--- config.mk ---
export PLATFORM = sky130hd
export DESIGN_NAME = rtab_dep_tracker_flat
export DESIGN_NICKNAME = d
export VERILOG_FILES = /design/src/source/rtab_pkg.sv /design/src/source/rtab_state_if.sv /design/src/source/rtab_dep_tracker.sv /design/src/flat_wrapper.sv
export SDC_FILE = /design/constraint.sdc
export NUM_CORES = 1
export LEC_CHECK = 0
export BUFFER_PORTS_ARGS = -buffer_cell sky130_fd_sc_hd__buf_2
export CORE_AREA = 5 5 102 104
export DETAILED_ROUTE_END_ITERATION = 12
export DIE_AREA = 0 0 107 109
export GPL_TIMING_DRIVEN = 0
export PLACE_DENSITY = 0.86
export SYNTH_ARGS = -nofsm -noshare
export SYNTH_HDL_FRONTEND = slang
export SYNTH_SLANG_ARGS = --single-unit
--- constraint.sdc ---
create_clock -name clk_i -period 0.9 [get_ports clk_i]
set_input_delay 0.18 -clock clk_i [delete_from_list [all_inputs] [get_ports clk_i]]
set_output_delay 0.18 -clock clk_i [all_outputs]
set_load 0.005 [all_outputs]
--- src/source/rtab_pkg.sv ---
/*
 * Replay table package
 * Address widths, stored request layout, dependency bits
 * and the pop scheduler states
 */
package rtab_pkg;

    // Request address and cache-line geometry
    localparam int ADDR_W        = 32;
    localparam int LINE_OFFSET_W = 6;
    localparam int NLINE_W       = ADDR_W - LINE_OFFSET_W;
    // Set index sits in the low bits of the nline
    localparam int SET_W         = 7;

    typedef logic [NLINE_W-1:0] nline_t;

    // Opcode travels with the request, the table never decodes it
    typedef enum logic [1:0] {
        OP_LOAD     = 2'd0,
        OP_STORE    = 2'd1,
        OP_PREFETCH = 2'd2,
        OP_AMO      = 2'd3
    } rtab_op_e;

    // Parked request, 42 bits
    typedef struct packed {
        logic [ADDR_W-1:0] addr;
        rtab_op_e          op;
        logic [7:0]        tag;
    } rtab_req_t;

    // Reasons an entry cannot be replayed yet
    typedef struct packed {
        // Miss to the same line still outstanding
        logic mshr_hit;
        // Miss handler has no free slot
        logic mshr_full;
        // Set is being refilled
        logic dir_busy;
    } rtab_deps_t;

    // Pop scheduler states
    typedef enum logic [1:0] {
        POP_HEAD      = 2'd0,
        POP_NEXT      = 2'd1,
        POP_NEXT_WAIT = 2'd2
    } pop_state_e;

    // Cache-line index of a request address
    function automatic nline_t addr_to_nline(input logic [ADDR_W-1:0] addr);
        return addr[ADDR_W-1:LINE_OFFSET_W];
    endfunction

endpackage

--- src/source/rtab_state_if.sv ---
`timescale 1ns/1ps
/*
 * Replay table internal interfaces
 * Entry state from the store, pop events from the scheduler
 */
interface rtab_state_if
    import rtab_pkg::*;
#(
    parameter int num_entries = 8
);
    localparam int ptr_w = $clog2(num_entries);

    // Per-entry list flags
    logic [num_entries-1:0]            valid_bv;
    logic [num_entries-1:0]            head_bv;
    logic [num_entries-1:0]            tail_bv;
    // Successor of each entry in its list
    logic [num_entries-1:0][ptr_w-1:0] next_ptr;
    rtab_req_t [num_entries-1:0]       req;
    // Line index of each stored address
    nline_t [num_entries-1:0]          nline;

    modport store (output valid_bv, head_bv, tail_bv, next_ptr, req, nline);
    modport sched (input valid_bv, head_bv, tail_bv, next_ptr, req);
    modport deps  (input valid_bv, nline);
endinterface

interface rtab_pop_if #(
    parameter int num_entries = 8
);
    // One-hot event vectors, at most one bit set each
    logic [num_entries-1:0] take_bv;
    logic [num_entries-1:0] commit_bv;
    logic [num_entries-1:0] rback_bv;

    modport sched (output take_bv, commit_bv, rback_bv);
    modport store (input take_bv, commit_bv, rback_bv);
    modport deps  (input rback_bv);
endinterface

--- src/source/rtab_dep_tracker.sv ---
`timescale 1ns/1ps
/*
 * Replay table dependency tracker
 * Per-entry wait bits, loaded on allocation or rollback
 * and cleared by refill and miss handler events
 */
module rtab_dep_tracker
    import rtab_pkg::*;
#(
    parameter int num_entries = 8
) (
    input  logic                   clk_i,
    input  logic                   rst_ni,
    input  logic [num_entries-1:0] alloc_bv_i,
    input  rtab_deps_t             alloc_deps_i,
    input  logic                   refill_i,
    input  nline_t                 refill_nline_i,
    input  logic                   miss_ready_i,
    output logic [num_entries-1:0] ready_deps_o,
    rtab_state_if.deps             st,
    rtab_pop_if.deps               pop
);

    rtab_deps_t [num_entries-1:0] deps_q;
    logic [num_entries-1:0]       load_bv;
    logic [num_entries-1:0]       match_nline;
    logic [num_entries-1:0]       match_set;

    // Both allocation and rollback take the dependencies on the alloc port
    assign load_bv = alloc_bv_i | pop.rback_bv;

    for (genvar i = 0; i < num_entries; i++) begin : gen_match
        assign match_nline[i]  = refill_i & (st.nline[i] == refill_nline_i);
        assign match_set[i]    = refill_i &
                                 (st.nline[i][SET_W-1:0] == refill_nline_i[SET_W-1:0]);
        // Free entries never report ready
        assign ready_deps_o[i] = st.valid_bv[i] & ~|deps_q[i];
    end

    always_ff @(posedge clk_i or negedge rst_ni) begin : deps_ff
        if (!rst_ni) begin
            deps_q <= '0;
        end else begin
            for (int i = 0; i < num_entries; i++) begin
                if (load_bv[i]) begin
                    deps_q[i] <= alloc_deps_i;
                end else begin
                    // Refill of the same line ends the outstanding miss
                    if (match_nline[i]) begin
                        deps_q[i].mshr_hit <= 1'b0;
                    end
                    // Any refill in the set frees the directory
                    if (match_set[i]) begin
                        deps_q[i].dir_busy <= 1'b0;
                    end
                    if (miss_ready_i) begin
                        deps_q[i].mshr_full <= 1'b0;
                    end
                end
            end
        end
    end

    // Store only allocates free entries, rollback only targets valid ones
    assert property (@(posedge clk_i) disable iff (!rst_ni)
        (alloc_bv_i & pop.rback_bv) == '0)
        else $error("rtab: allocation and rollback on the same entry");

endmodule

--- src/flat_wrapper.sv ---
// flat-port wrapper written by rule: the top's interface ports become plain ports
module rtab_dep_tracker_flat import rtab_pkg::*;
#(
    parameter int num_entries = 8
)
  (clk_i, rst_ni, alloc_bv_i, alloc_deps_i, refill_i, refill_nline_i, miss_ready_i, ready_deps_o, st_valid_bv, st_nline, pop_rback_bv);
  rtab_state_if #(.num_entries(num_entries)) st_i ();
  rtab_pop_if #(.num_entries(num_entries)) pop_i ();
  input  logic clk_i;
  input  logic rst_ni;
  input  logic [num_entries-1:0] alloc_bv_i;
  input  rtab_deps_t alloc_deps_i;
  input  logic refill_i;
  input  nline_t refill_nline_i;
  input  logic miss_ready_i;
  output logic [num_entries-1:0] ready_deps_o;
  input wire logic [$bits(st_i.valid_bv)-1:0] st_valid_bv;
  input wire logic [$bits(st_i.nline)-1:0] st_nline;
  input wire logic [$bits(pop_i.rback_bv)-1:0] pop_rback_bv;
  assign st_i.valid_bv = st_valid_bv;
  assign st_i.nline = st_nline;
  assign pop_i.rback_bv = pop_rback_bv;
  rtab_dep_tracker #(.num_entries(num_entries)) u_core (.clk_i(clk_i), .rst_ni(rst_ni), .alloc_bv_i(alloc_bv_i), .alloc_deps_i(alloc_deps_i), .refill_i(refill_i), .refill_nline_i(refill_nline_i), .miss_ready_i(miss_ready_i), .ready_deps_o(ready_deps_o), .st(st_i), .pop(pop_i));
endmodule
==> results.json <==
{
  "syn-mean-instance-area_um2": 8.44,
  "grt_start_max_net_pins": 25,
  "clock_path_buffers": 2,
  "power_frac_seq_pct": 26.4,
  "finalCriticalPeriod_ps": 1360,
  "drc": 0,
  "h-tree-depth": 1,
  "io_buffers": 245,
  "path_class": "register to output port",
  "power_frac_clock_pct": 16.0,
  "avgViaCountPerCell": 5.25,
  "hp-start": "alloc_bv_i[1]",
  "r2r_cells": 3,
  "core_um2": 9460,
  "arrival_ps": 1180,
  "p_int_mw": 3.07,
  "syn2layout_area_growth_pct": 68.7,
  "grt_pass1_vias": 4407,
  "timing.setup.tns_ps": -3040,
  "layout-drive-gt1-share_pct": 55.9,
  "cap_violations": 0,
  "skew_ps": 0,
  "rows": 36,
  "stdcell_area_um2": 5940,
  "ys_seq_area_share_pct": 17.1,
  "path_cells": "nor4b_2 > buf_2",
  "status": "complete, but fails checks",
  "fmax_mhz": 736,
  "cts_tree": "done",
  "cp_slowest_stage_delay_ps": 400,
  "violations": "setup timing",
  "syn_nets": 682,
  "cp-start-kind": "register",
  "layout_commonest_cell": "buf_2",
  "grt_pass1_wl_um": 22500,
  "dieArea_um2": 11700,
  "fin_crit_sh_pct": 151,
  "hold_path_end": "u_core.deps_q[4]",
  "largest_register_ffs": 24,
  "power_density_nw_per_um2": 785,
  "yosys.area.top_type": "xnor2_1",
  "gp_congestion": 0.956,
  "p_sw_mw": 1.59,
  "ys_ff_latch": 24,
  "worstSkewPairLatency_ps": 260,
  "place_inst": 776,
  "num_vias": 4140,
  "slew_violations": 0,
  "path_max_fanout": 2,
  "worstPathRequired_ps": 720,
  "cts_inserted_buffers": 3,
  "power.leakage_nw": 2.61,
  "num_antenna_cells": 0,
  "hold-worst-slack_ps": 161,
  "rsz0062_at_grt": "yes",
  "top_regs": "u_core.deps_q (24)",
  "timing.rr.start": "u_core.deps_q[17]",
  "worstMarginPinSlew_ps": 350,
  "r2r-end": "u_core.deps_q[17]",
  "mostFrequentLayoutCells": "244 x buf_2, 138 x xnor2_1, 69 x xnor2_2, 56 x nand4_1, 24 x dfrtp_1",
  "slowest_stage": "dfrtp_1",
  "die_w_um": 107,
  "cts_root_buffer": "clkbuf_8",
  "setup_viol_count_final": 10,
  "cts.sinks": 24,
  "drt-initial-drc-count": 218,
  "postRouteAntennaNets": 0,
  "netlist_area_um2": 3520,
  "antenna_found_initial": 0,
  "avgRoutedWirePerCell_um": 20.4,
  "pwr-share-comb_pct": 57.5,
  "p_sw_share_pct": 34.1,
  "io_pins": 273,
  "hold_path.class": "input port to register",
  "total_power_mw": 4.66,
  "dp_slack_ps": -540,
  "hold_viol": 0,
  "grt_usage_pct": 25.2,
  "rrSetupSlack_ps": 60,
  "initial_utilization_pct": 37.2,
  "nets": 941,
  "drt-pass1-iter-count": 4,
  "postSynthCellCount": 417,
  "ir_drop_v": 0.000529,
  "worstSetupEndpointType": "output port",
  "regMostFlops": "u_core.deps_q",
  "clkTransAtPathRegs_ps": 90,
  "holdPathStages": 3,
  "synth_top_area_share_pct": 51.7,
  "worst_slack_ps": -459,
  "dpl_cell_area_um2": 5490,
  "grt.overflow.total": 0,
  "yosysWarningCount": 0,
  "fp.dieH_um": 109,
  "yosysUniqueCellTypes": 17,
  "routed_wl_um": 16100,
  "finish.utilization_pct": 62.8,
  "slew_headroom_pct": 76.7,
  "synthTopCellsByArea": "xnor2_1 52%, dfrtp_1 17%, nand4_1 10%, o21ai_0 3.1%, buf_2 2.7%",
  "dpl.hpwl_um": 13400,
  "instances_no_fill": 789
}
[routing by layer]
layer,vias to the layer above,track usage [%],share of wire [%]
li1,1963,-,-
met1,1932,30.8,37
met5,-,0,0
met3,36,3.26,6.9
met4,0,7.95,2.7
met2,209,46.1,54
[power by group through the flow]
stage,combinational (mW),sequential (mW),clock (mW)
4_1_cts,2.55,1.23,0.758
5_1_grt,2.87,1.24,0.803
2_1_floorplan,1.52,1.22,0
3_5_place_dp,2.47,1.24,0
6_report,2.68,1.23,0.748
3_3_place_gp,2.40,1.23,0
[kinds of logic after synthesis]
family	count (synthesis)	share of synthesized area, %
AOI/OAI and AO/OA	32	4.90
and+or+nand+nor	118	19.0
DFF	24	17.1
muxes	8	2.27
buffers and inverters	27	5.05
xor gates and xnor gates	208	51.7
[what timing repair did]
action,4_1_cts,5_1_grt
setup endpoints to repair,17,40
buffers inserted,4,4
resized for setup,27,31
hold buffers,1,0
hold endpoints to repair,24,0
pin swaps,11,26
[synthesized netlist by cell type]
| library cell | count |
|---|---|
| a21oi_1 | 2 |
| a31oi_1 | 6 |
| buf_1 | 1 |
| buf_2 | 19 |
| buf_6 | 7 |
| dfrtp_1 | 24 |
| mux2i_1 | 8 |
| nand2_1 | 16 |
| nand3b_1 | 8 |
| nand4_1 | 56 |
| nor2_1 | 20 |
| nor3_1 | 8 |
| nor4_1 | 2 |
| nor4b_1 | 8 |
| o211ai_1 | 2 |
| o21ai_0 | 22 |
| xnor2_1 | 208 |
[final cells by class]
cell class	count	area, µm²
Multi-Input combinational cell	366	3420
Buffer	27	417
Sequential cell	24	601
Fill cell	814	3520
Tap cell	114	143
Timing Repair Buffer	254	1310
Clock buffer	4	55.1
[worst max-delay path, delay by kind of cell (launching register included)]
kind | cells | cell delay [ps]
flops | 1 | 400
simple gates | 1 | 330
buf+inv | 1 | 180
[worst max path at each step]
stage,start,end,slack [ps],depth (start not counted)
global placement,refill_nline_i[24],u_core.deps_q[5],-550,5
CTS,u_core.deps_q[12],ready_deps_o[4],-430,2
detailed placement,refill_nline_i[24],u_core.deps_q[5],-540,5
global route,u_core.deps_q[12],ready_deps_o[4],-500,2
floorplan,refill_nline_i[6],u_core.deps_q[14],-90,5
finish,u_core.deps_q[12],ready_deps_o[4],-460,2
No activity file was read; power rests on OpenSTA's default activity.
