===== config.mk =====
export PLATFORM = sky130hd
export DESIGN_NAME = rtab_entry_store_flat
export DESIGN_NICKNAME = d
export VERILOG_FILES = /design/src/source/rtab_pkg.sv /design/src/source/rtab_state_if.sv /design/src/source/rtab_entry_store.sv /design/src/flat_wrapper.sv
export SDC_FILE = /design/constraint.sdc
export NUM_CORES = 1
export LEC_CHECK = 0
export ABC_AREA = 1
export BUFFER_PORTS_ARGS = -buffer_cell sky130_fd_sc_hd__buf_4
export CAP_MARGIN = 20
export CORE_AREA = 2 2 276 278
export DETAILED_ROUTE_END_ITERATION = 8
export DIE_AREA = 0 0 278 280
export GPL_ROUTABILITY_DRIVEN = 0
export PLACE_DENSITY = 0.42
export SYNTH_ARGS = -nofsm -noshare
export SYNTH_HDL_FRONTEND = slang
export SYNTH_SLANG_ARGS = --single-unit

===== constraint.sdc =====
create_clock -name clk_i -period 5.59 [get_ports clk_i]
set_input_delay 0.2795 -clock clk_i [delete_from_list [all_inputs] [get_ports clk_i]]
set_output_delay 0.2795 -clock clk_i [all_outputs]
set_load 0.005 [all_outputs]

===== src/source/rtab_pkg.sv =====
/*
 * Replay table package
 * Address widths, stored request layout, dependency bits
 * and the pop scheduler states
 */
package rtab_pkg;

    // Request address and cache-line geometry
    localparam int ADDR_W        = 32;
    localparam int LINE_OFFSET_W = 6;
    localparam int NLINE_W       = ADDR_W - LINE_OFFSET_W;
    // Set index sits in the low bits of the nline
    localparam int SET_W         = 7;

    typedef logic [NLINE_W-1:0] nline_t;

    // Opcode travels with the request, the table never decodes it
    typedef enum logic [1:0] {
        OP_LOAD     = 2'd0,
        OP_STORE    = 2'd1,
        OP_PREFETCH = 2'd2,
        OP_AMO      = 2'd3
    } rtab_op_e;

    // Parked request, 42 bits
    typedef struct packed {
        logic [ADDR_W-1:0] addr;
        rtab_op_e          op;
        logic [7:0]        tag;
    } rtab_req_t;

    // Reasons an entry cannot be replayed yet
    typedef struct packed {
        // Miss to the same line still outstanding
        logic mshr_hit;
        // Miss handler has no free slot
        logic mshr_full;
        // Set is being refilled
        logic dir_busy;
    } rtab_deps_t;

    // Pop scheduler states
    typedef enum logic [1:0] {
        POP_HEAD      = 2'd0,
        POP_NEXT      = 2'd1,
        POP_NEXT_WAIT = 2'd2
    } pop_state_e;

    // Cache-line index of a request address
    function automatic nline_t addr_to_nline(input logic [ADDR_W-1:0] addr);
        return addr[ADDR_W-1:LINE_OFFSET_W];
    endfunction

endpackage


===== src/source/rtab_state_if.sv =====
`timescale 1ns/1ps
/*
 * Replay table internal interfaces
 * Entry state from the store, pop events from the scheduler
 */
interface rtab_state_if
    import rtab_pkg::*;
#(
    parameter int num_entries = 8
);
    localparam int ptr_w = $clog2(num_entries);

    // Per-entry list flags
    logic [num_entries-1:0]            valid_bv;
    logic [num_entries-1:0]            head_bv;
    logic [num_entries-1:0]            tail_bv;
    // Successor of each entry in its list
    logic [num_entries-1:0][ptr_w-1:0] next_ptr;
    rtab_req_t [num_entries-1:0]       req;
    // Line index of each stored address
    nline_t [num_entries-1:0]          nline;

    modport store (output valid_bv, head_bv, tail_bv, next_ptr, req, nline);
    modport sched (input valid_bv, head_bv, tail_bv, next_ptr, req);
    modport deps  (input valid_bv, nline);
endinterface

interface rtab_pop_if #(
    parameter int num_entries = 8
);
    // One-hot event vectors, at most one bit set each
    logic [num_entries-1:0] take_bv;
    logic [num_entries-1:0] commit_bv;
    logic [num_entries-1:0] rback_bv;

    modport sched (output take_bv, commit_bv, rback_bv);
    modport store (input take_bv, commit_bv, rback_bv);
    modport deps  (input rback_bv);
endinterface


===== src/source/rtab_entry_store.sv =====
`timescale 1ns/1ps
/*
 * Replay table entry store
 * Holds parked requests with valid, head and tail flags and next pointers,
 * answers nline checks and places new entries in the lowest free slot
 */
module rtab_entry_store
    import rtab_pkg::*;
#(
    parameter  int num_entries = 8,
    localparam int ptr_w       = $clog2(num_entries)
) (
    input  logic                   clk_i,
    input  logic                   rst_ni,
    input  logic                   check_i,
    input  nline_t                 check_nline_i,
    output logic                   check_hit_o,
    input  logic                   alloc_i,
    input  logic                   alloc_link_i,
    input  rtab_req_t              alloc_req_i,
    output logic [num_entries-1:0] alloc_bv_o,
    output logic                   empty_o,
    output logic                   full_o,
    rtab_state_if.store            st,
    rtab_pop_if.store              pop
);

    rtab_req_t [num_entries-1:0]       req_q;
    logic [num_entries-1:0][ptr_w-1:0] next_q;
    logic [num_entries-1:0]            valid_q;
    logic [num_entries-1:0]            head_q;
    logic [num_entries-1:0]            tail_q;

    logic [num_entries-1:0]            free_1hot;
    logic [ptr_w-1:0]                  free_ptr;
    logic [num_entries-1:0]            check_hit_bv;
    logic [num_entries-1:0]            match_tail_bv;
    logic [num_entries-1:0]            head_set;
    logic [num_entries-1:0]            head_clr;
    logic                              alloc;

    // Lowest free entry, scanned from the top so the smallest index wins
    always_comb begin : free_pick
        free_1hot = '0;
        free_ptr  = '0;
        for (int i = num_entries - 1; i >= 0; i--) begin
            if (!valid_q[i]) begin
                free_1hot    = '0;
                free_1hot[i] = 1'b1;
                free_ptr     = ptr_w'(i);
            end
        end
    end

    assign alloc      = alloc_i | alloc_link_i;
    assign alloc_bv_o = free_1hot & {num_entries{alloc}};

    // Line index of every stored request
    for (genvar i = 0; i < num_entries; i++) begin : gen_nline
        assign st.nline[i]     = addr_to_nline(req_q[i].addr);
        assign check_hit_bv[i] = valid_q[i] & (st.nline[i] == check_nline_i);
    end

    // Check answer is purely combinational
    assign check_hit_o   = |check_hit_bv;
    // Tail of the list the new entry gets linked behind
    assign match_tail_bv = check_hit_bv & tail_q;

    // New list head only on a plain allocation
    assign head_set = (alloc_bv_o & {num_entries{alloc_i}}) | pop.rback_bv;
    // A taken head stops competing, a linked entry never starts as head
    assign head_clr = pop.take_bv | (alloc_bv_o & {num_entries{alloc_link_i}});

    always_ff @(posedge clk_i or negedge rst_ni) begin : flags_ff
        if (!rst_ni) begin
            valid_q <= '0;
            head_q  <= '0;
            tail_q  <= '0;
        end else begin
            valid_q <= (valid_q | alloc_bv_o) & ~pop.commit_bv;
            head_q  <= (head_q & ~head_clr) | head_set;
            // New entry is always the tail, the old tail hands it over
            tail_q  <= (tail_q & ~(match_tail_bv & {num_entries{alloc_link_i}})) | alloc_bv_o;
        end
    end

    // Request payload and list links
    always_ff @(posedge clk_i) begin : payload_ff
        for (int i = 0; i < num_entries; i++) begin
            // Rollback refreshes the request in place
            if (alloc_bv_o[i] || pop.rback_bv[i]) begin
                req_q[i] <= alloc_req_i;
            end
            if (alloc_link_i && match_tail_bv[i]) begin
                next_q[i] <= free_ptr;
            end
        end
    end

    assign st.valid_bv = valid_q;
    assign st.head_bv  = head_q;
    assign st.tail_bv  = tail_q;
    assign st.next_ptr = next_q;
    assign st.req      = req_q;

    assign empty_o = ~|valid_q;
    assign full_o  = &valid_q;

    // Only one list per line, so only one tail can match
    assert property (@(posedge clk_i) disable iff (!rst_ni)
        check_i |-> $onehot0(match_tail_bv))
        else $error("rtab: several tails match the checked nline");

    assert property (@(posedge clk_i) disable iff (!rst_ni)
        alloc |-> !full_o)
        else $error("rtab: allocation while full");

    assert property (@(posedge clk_i) disable iff (!rst_ni)
        alloc_link_i |-> (check_i && check_hit_o && !alloc_i))
        else $error("rtab: link allocation without check hit");

endmodule


===== src/flat_wrapper.sv =====
// flat-port wrapper written by rule: the top's interface ports become plain ports
module rtab_entry_store_flat import rtab_pkg::*;
#(
    parameter  int num_entries = 8,
    localparam int ptr_w       = $clog2(num_entries)
)
  (clk_i, rst_ni, check_i, check_nline_i, check_hit_o, alloc_i, alloc_link_i, alloc_req_i, alloc_bv_o, empty_o, full_o, st_valid_bv, st_head_bv, st_tail_bv, st_next_ptr, st_req, st_nline, pop_take_bv, pop_commit_bv, pop_rback_bv);
  rtab_state_if #(.num_entries(num_entries)) st_i ();
  rtab_pop_if #(.num_entries(num_entries)) pop_i ();
  input  logic clk_i;
  input  logic rst_ni;
  input  logic check_i;
  input  nline_t check_nline_i;
  output logic check_hit_o;
  input  logic alloc_i;
  input  logic alloc_link_i;
  input  rtab_req_t alloc_req_i;
  output logic [num_entries-1:0] alloc_bv_o;
  output logic empty_o;
  output logic full_o;
  output wire logic [$bits(st_i.valid_bv)-1:0] st_valid_bv;
  output wire logic [$bits(st_i.head_bv)-1:0] st_head_bv;
  output wire logic [$bits(st_i.tail_bv)-1:0] st_tail_bv;
  output wire logic [$bits(st_i.next_ptr)-1:0] st_next_ptr;
  output wire logic [$bits(st_i.req)-1:0] st_req;
  output wire logic [$bits(st_i.nline)-1:0] st_nline;
  input wire logic [$bits(pop_i.take_bv)-1:0] pop_take_bv;
  input wire logic [$bits(pop_i.commit_bv)-1:0] pop_commit_bv;
  input wire logic [$bits(pop_i.rback_bv)-1:0] pop_rback_bv;
  assign st_valid_bv = st_i.valid_bv;
  assign st_head_bv = st_i.head_bv;
  assign st_tail_bv = st_i.tail_bv;
  assign st_next_ptr = st_i.next_ptr;
  assign st_req = st_i.req;
  assign st_nline = st_i.nline;
  assign pop_i.take_bv = pop_take_bv;
  assign pop_i.commit_bv = pop_commit_bv;
  assign pop_i.rback_bv = pop_rback_bv;
  rtab_entry_store #(.num_entries(num_entries)) u_core (.clk_i(clk_i), .rst_ni(rst_ni), .check_i(check_i), .check_nline_i(check_nline_i), .check_hit_o(check_hit_o), .alloc_i(alloc_i), .alloc_link_i(alloc_link_i), .alloc_req_i(alloc_req_i), .alloc_bv_o(alloc_bv_o), .empty_o(empty_o), .full_o(full_o), .st(st_i), .pop(pop_i));
endmodule

==> run summary <==
status = completed
initial antenna violation count = 2
port buffer count = 698
cell taking the most area after synthesis = edfxtp_1
Yosys cell types = 31
synth warn = 0
top post-synthesis cells by area = edfxtp_1 (63%), buf_4 (10%), nand2_1 (7.9%)
Synth Flop Type = edfxtp_1
Non-Filler Instances = 3057
Core ar. = 75200 um2
Residual DRC = 0
pwr/cell area = 321 nW/um2
Tightest Pin Transition = 1.03 ns
drt wl/cell = 25.4 um
I/O Pins = 700
drt initial violations = 807
CP arrival = 2.67 ns
top-area cell type share of the netlist area = 63.1%
number of flops mapped to enable cells by yosys = 360
GRT overflow = 0
overall routed net length = 77500 um
# fillers = 7694
IR drop worst, VDD = 0.213 mV
n_diodes = 0
async set-reset flop share out of synthesis = 6.25%
CTS root buffer = clkbuf_16
DR pass1 iterations = 7
Tmin final = 2.95 ns
Max-Cap Viols = 0
post-synthesis register bit count = 384
final hold vios = 0
fin nets = 2139
Crit Path Max Fanout = 3
Final ANT Viol Nets = 0
top-count cell post-synth = nand2_1
CTS tree = done
syn nets = 1561
max incr delay on CP = 0.52 ns
share of layout cells above drive strength 1 = 39.2%
crit-path cells = xnor2_1 > nand2_1 > nor2_1 > nand2_1 > nor2_1 > nand2_1 > nand2_1 > nor2_1 > nand2_1 > buf_4
setup repair bufs after CTS = 0
Synth Cell Area = 17100 um2
Area Growth Syn to Fin = 41.1%
placed cells = 2904
TNS Setup = 0 ns
RSZ-0062 raised after global routing = no
Worst EP required = 5.31 ns
DR vias = 12600
Hold Crit Class = in2reg
clk_skew = 0.0194 ns
gate count of the mapped netlist = 1464
overall global routing resource usage = 19.1%
Setup violations, final = 0
TritonCTS Buffers = 47
clock net sink count = 384
clock buffer depth = 3
Worst-Skew Late Latency = 0.60 ns
CTS resizes = 0
CTS clk-pin slew, worst paths = 0.06 ns
Rel. slew slack = 31.3%
syn avg cell area = 11.7 um2
vias in the first global route = 12900
Lkg Pwr = 10.5 nW
Fmax = 339 MHz
Cell Rows = 101
hold slack = 0.0601 ns
H-tree level count = 2
synth cell count leaders = nand2_1 (362), edfxtp_1 (360), buf_4 (231)
effective utilization at floorplan = 22.8%
most frequent CP cell = nand2_1
via-per-instance ratio = 4.11
die width = 278 um
CP max-delay cell = edfxtp_1
Final HPWL DP = 57500 um
Slew Limit Fails = 0
worst setup margin = 2.64 ns
crit share post-route = 52.8%
kind of end point of the critical path = output pin
sequential-to-total area share from yosys stat = 66.6%
CP startpoint kind = flop
die height = 280 um
first-pass GRT wire length = 103000 um
CP delay by family, top = simple AND/OR/NAND/NOR gates
pin count of the biggest net entering global routing = 43
die area = 77800 um2
pre-CTS setup slack = 3.08 ns
CP Class = reg2out
CP bufs+invs = 1
==> state kept, by name, summed over array words and instances (netlist names) <==
register and count:
u_core.st.head_bv 8, u_core.st.tail_bv 8, u_core.st.next_ptr 24, u_core.st.valid_bv 8, u_core.st.nline 208, u_core.st.req 128
==> metrics by stage <==
step,instance area (um2),utilization (%),total power [mW]
4_1_cts,24200,32.2,7.88
3_3_place_gp,21900,29.1,4.54
6_report,24200,32.2,7.77
5_1_grt,24200,32.2,8.05
3_5_place_dp,21900,29.1,4.54
2_1_floorplan,17100,-,3.92
==> cells by family after synthesis <==
| logic type | synth area share, % |
|---|---|
| xor gates and xnor gates | 5.11 |
| AOI/OAI and AO/OA | 1.56 |
| and+or+nand+nor | 12.3 |
| buffers and inverters | 14.5 |
| DFF | 66.6 |
==> final timing paths <==
path	start	endpoint	slack (ns)	cells past startpoint
min in group asynchronous	rst_ni	u_core.st.head_bv[3]	0.15	2
max in group asynchronous	rst_ni	u_core.st.tail_bv[3]	5.17	2
setup reg to reg	u_core.st.nline[130]	u_core.st.next_ptr[15]	3.14	7
setup / recovery	u_core.st.nline[130]	check_hit_o	2.64	10
hold / removal	pop_take_bv[0]	u_core.st.head_bv[0]	0.06	4
hold reg to reg	u_core.st.tail_bv[4]	u_core.st.tail_bv[4]	0.52	2
==> metal layers <==
metal | vias to the layer above | track usage (%) | share of wire, %
met5 | - | 0 | 0.017
met4 | 2 | 4.48 | 2.0
met3 | 82 | 4.03 | 6.0
met2 | 535 | 33.1 | 50
met1 | 6260 | 24.4 | 42
li1 | 5689 | - | -
==> worst reg2reg max path: stages (launching register included) <==
cell and delay [ns]:
edfxtp_1 0.52, xnor2_1 0.33, nand2_1 0.16, nor2_1 0.12
nand2_1 0.08, nor2_1 0.28, nand2_1 0.24, nor2_1 0.36
==> cells in the final DEF, fill, tap and decap left out, drive strengths merged, types with 5 or more instances in the layout <==
cell and n:
nor2 92, dlygate4sd3 67, clkbuf 56, dfrtp 24, clkinv 15, o21ai 16
nand3 16, edfxtp 360, xnor2 100, nand4 29, or2 5, a21oi 19
bufinv 7, nand2 364, buf 698, o211ai 8, inv 189
==> cell type report <==
class	count	area, um2	area share (%)
inverters	185	697	2.88
multi-input cells	659	3300	13.7
flip-flops and latches	384	11400	47.2
clock inverters	30	393	1.62
well taps	978	1220	5.06
repair buffers	765	5910	24.4
clock buffers	56	1250	5.17
==> where the power goes <==
group | switching, mW | leakage (nW) | internal [mW]
clock network | 1.33 | 0.793 | 1.94
logic | 0.505 | 5.92 | 0.460
registers | 0.184 | 3.81 | 3.34
total | 2.02 | 10.5 | 5.75
==> timing repair <==
| item | in CTS | in global routing |
|---|---|---|
| endpoints found under the hold margin | 373 | 0 |
| hold buffers | 67 | 0 |
| endpoints found under the setup margin | 0 | 0 |
(Power assumes the default switching activity.)
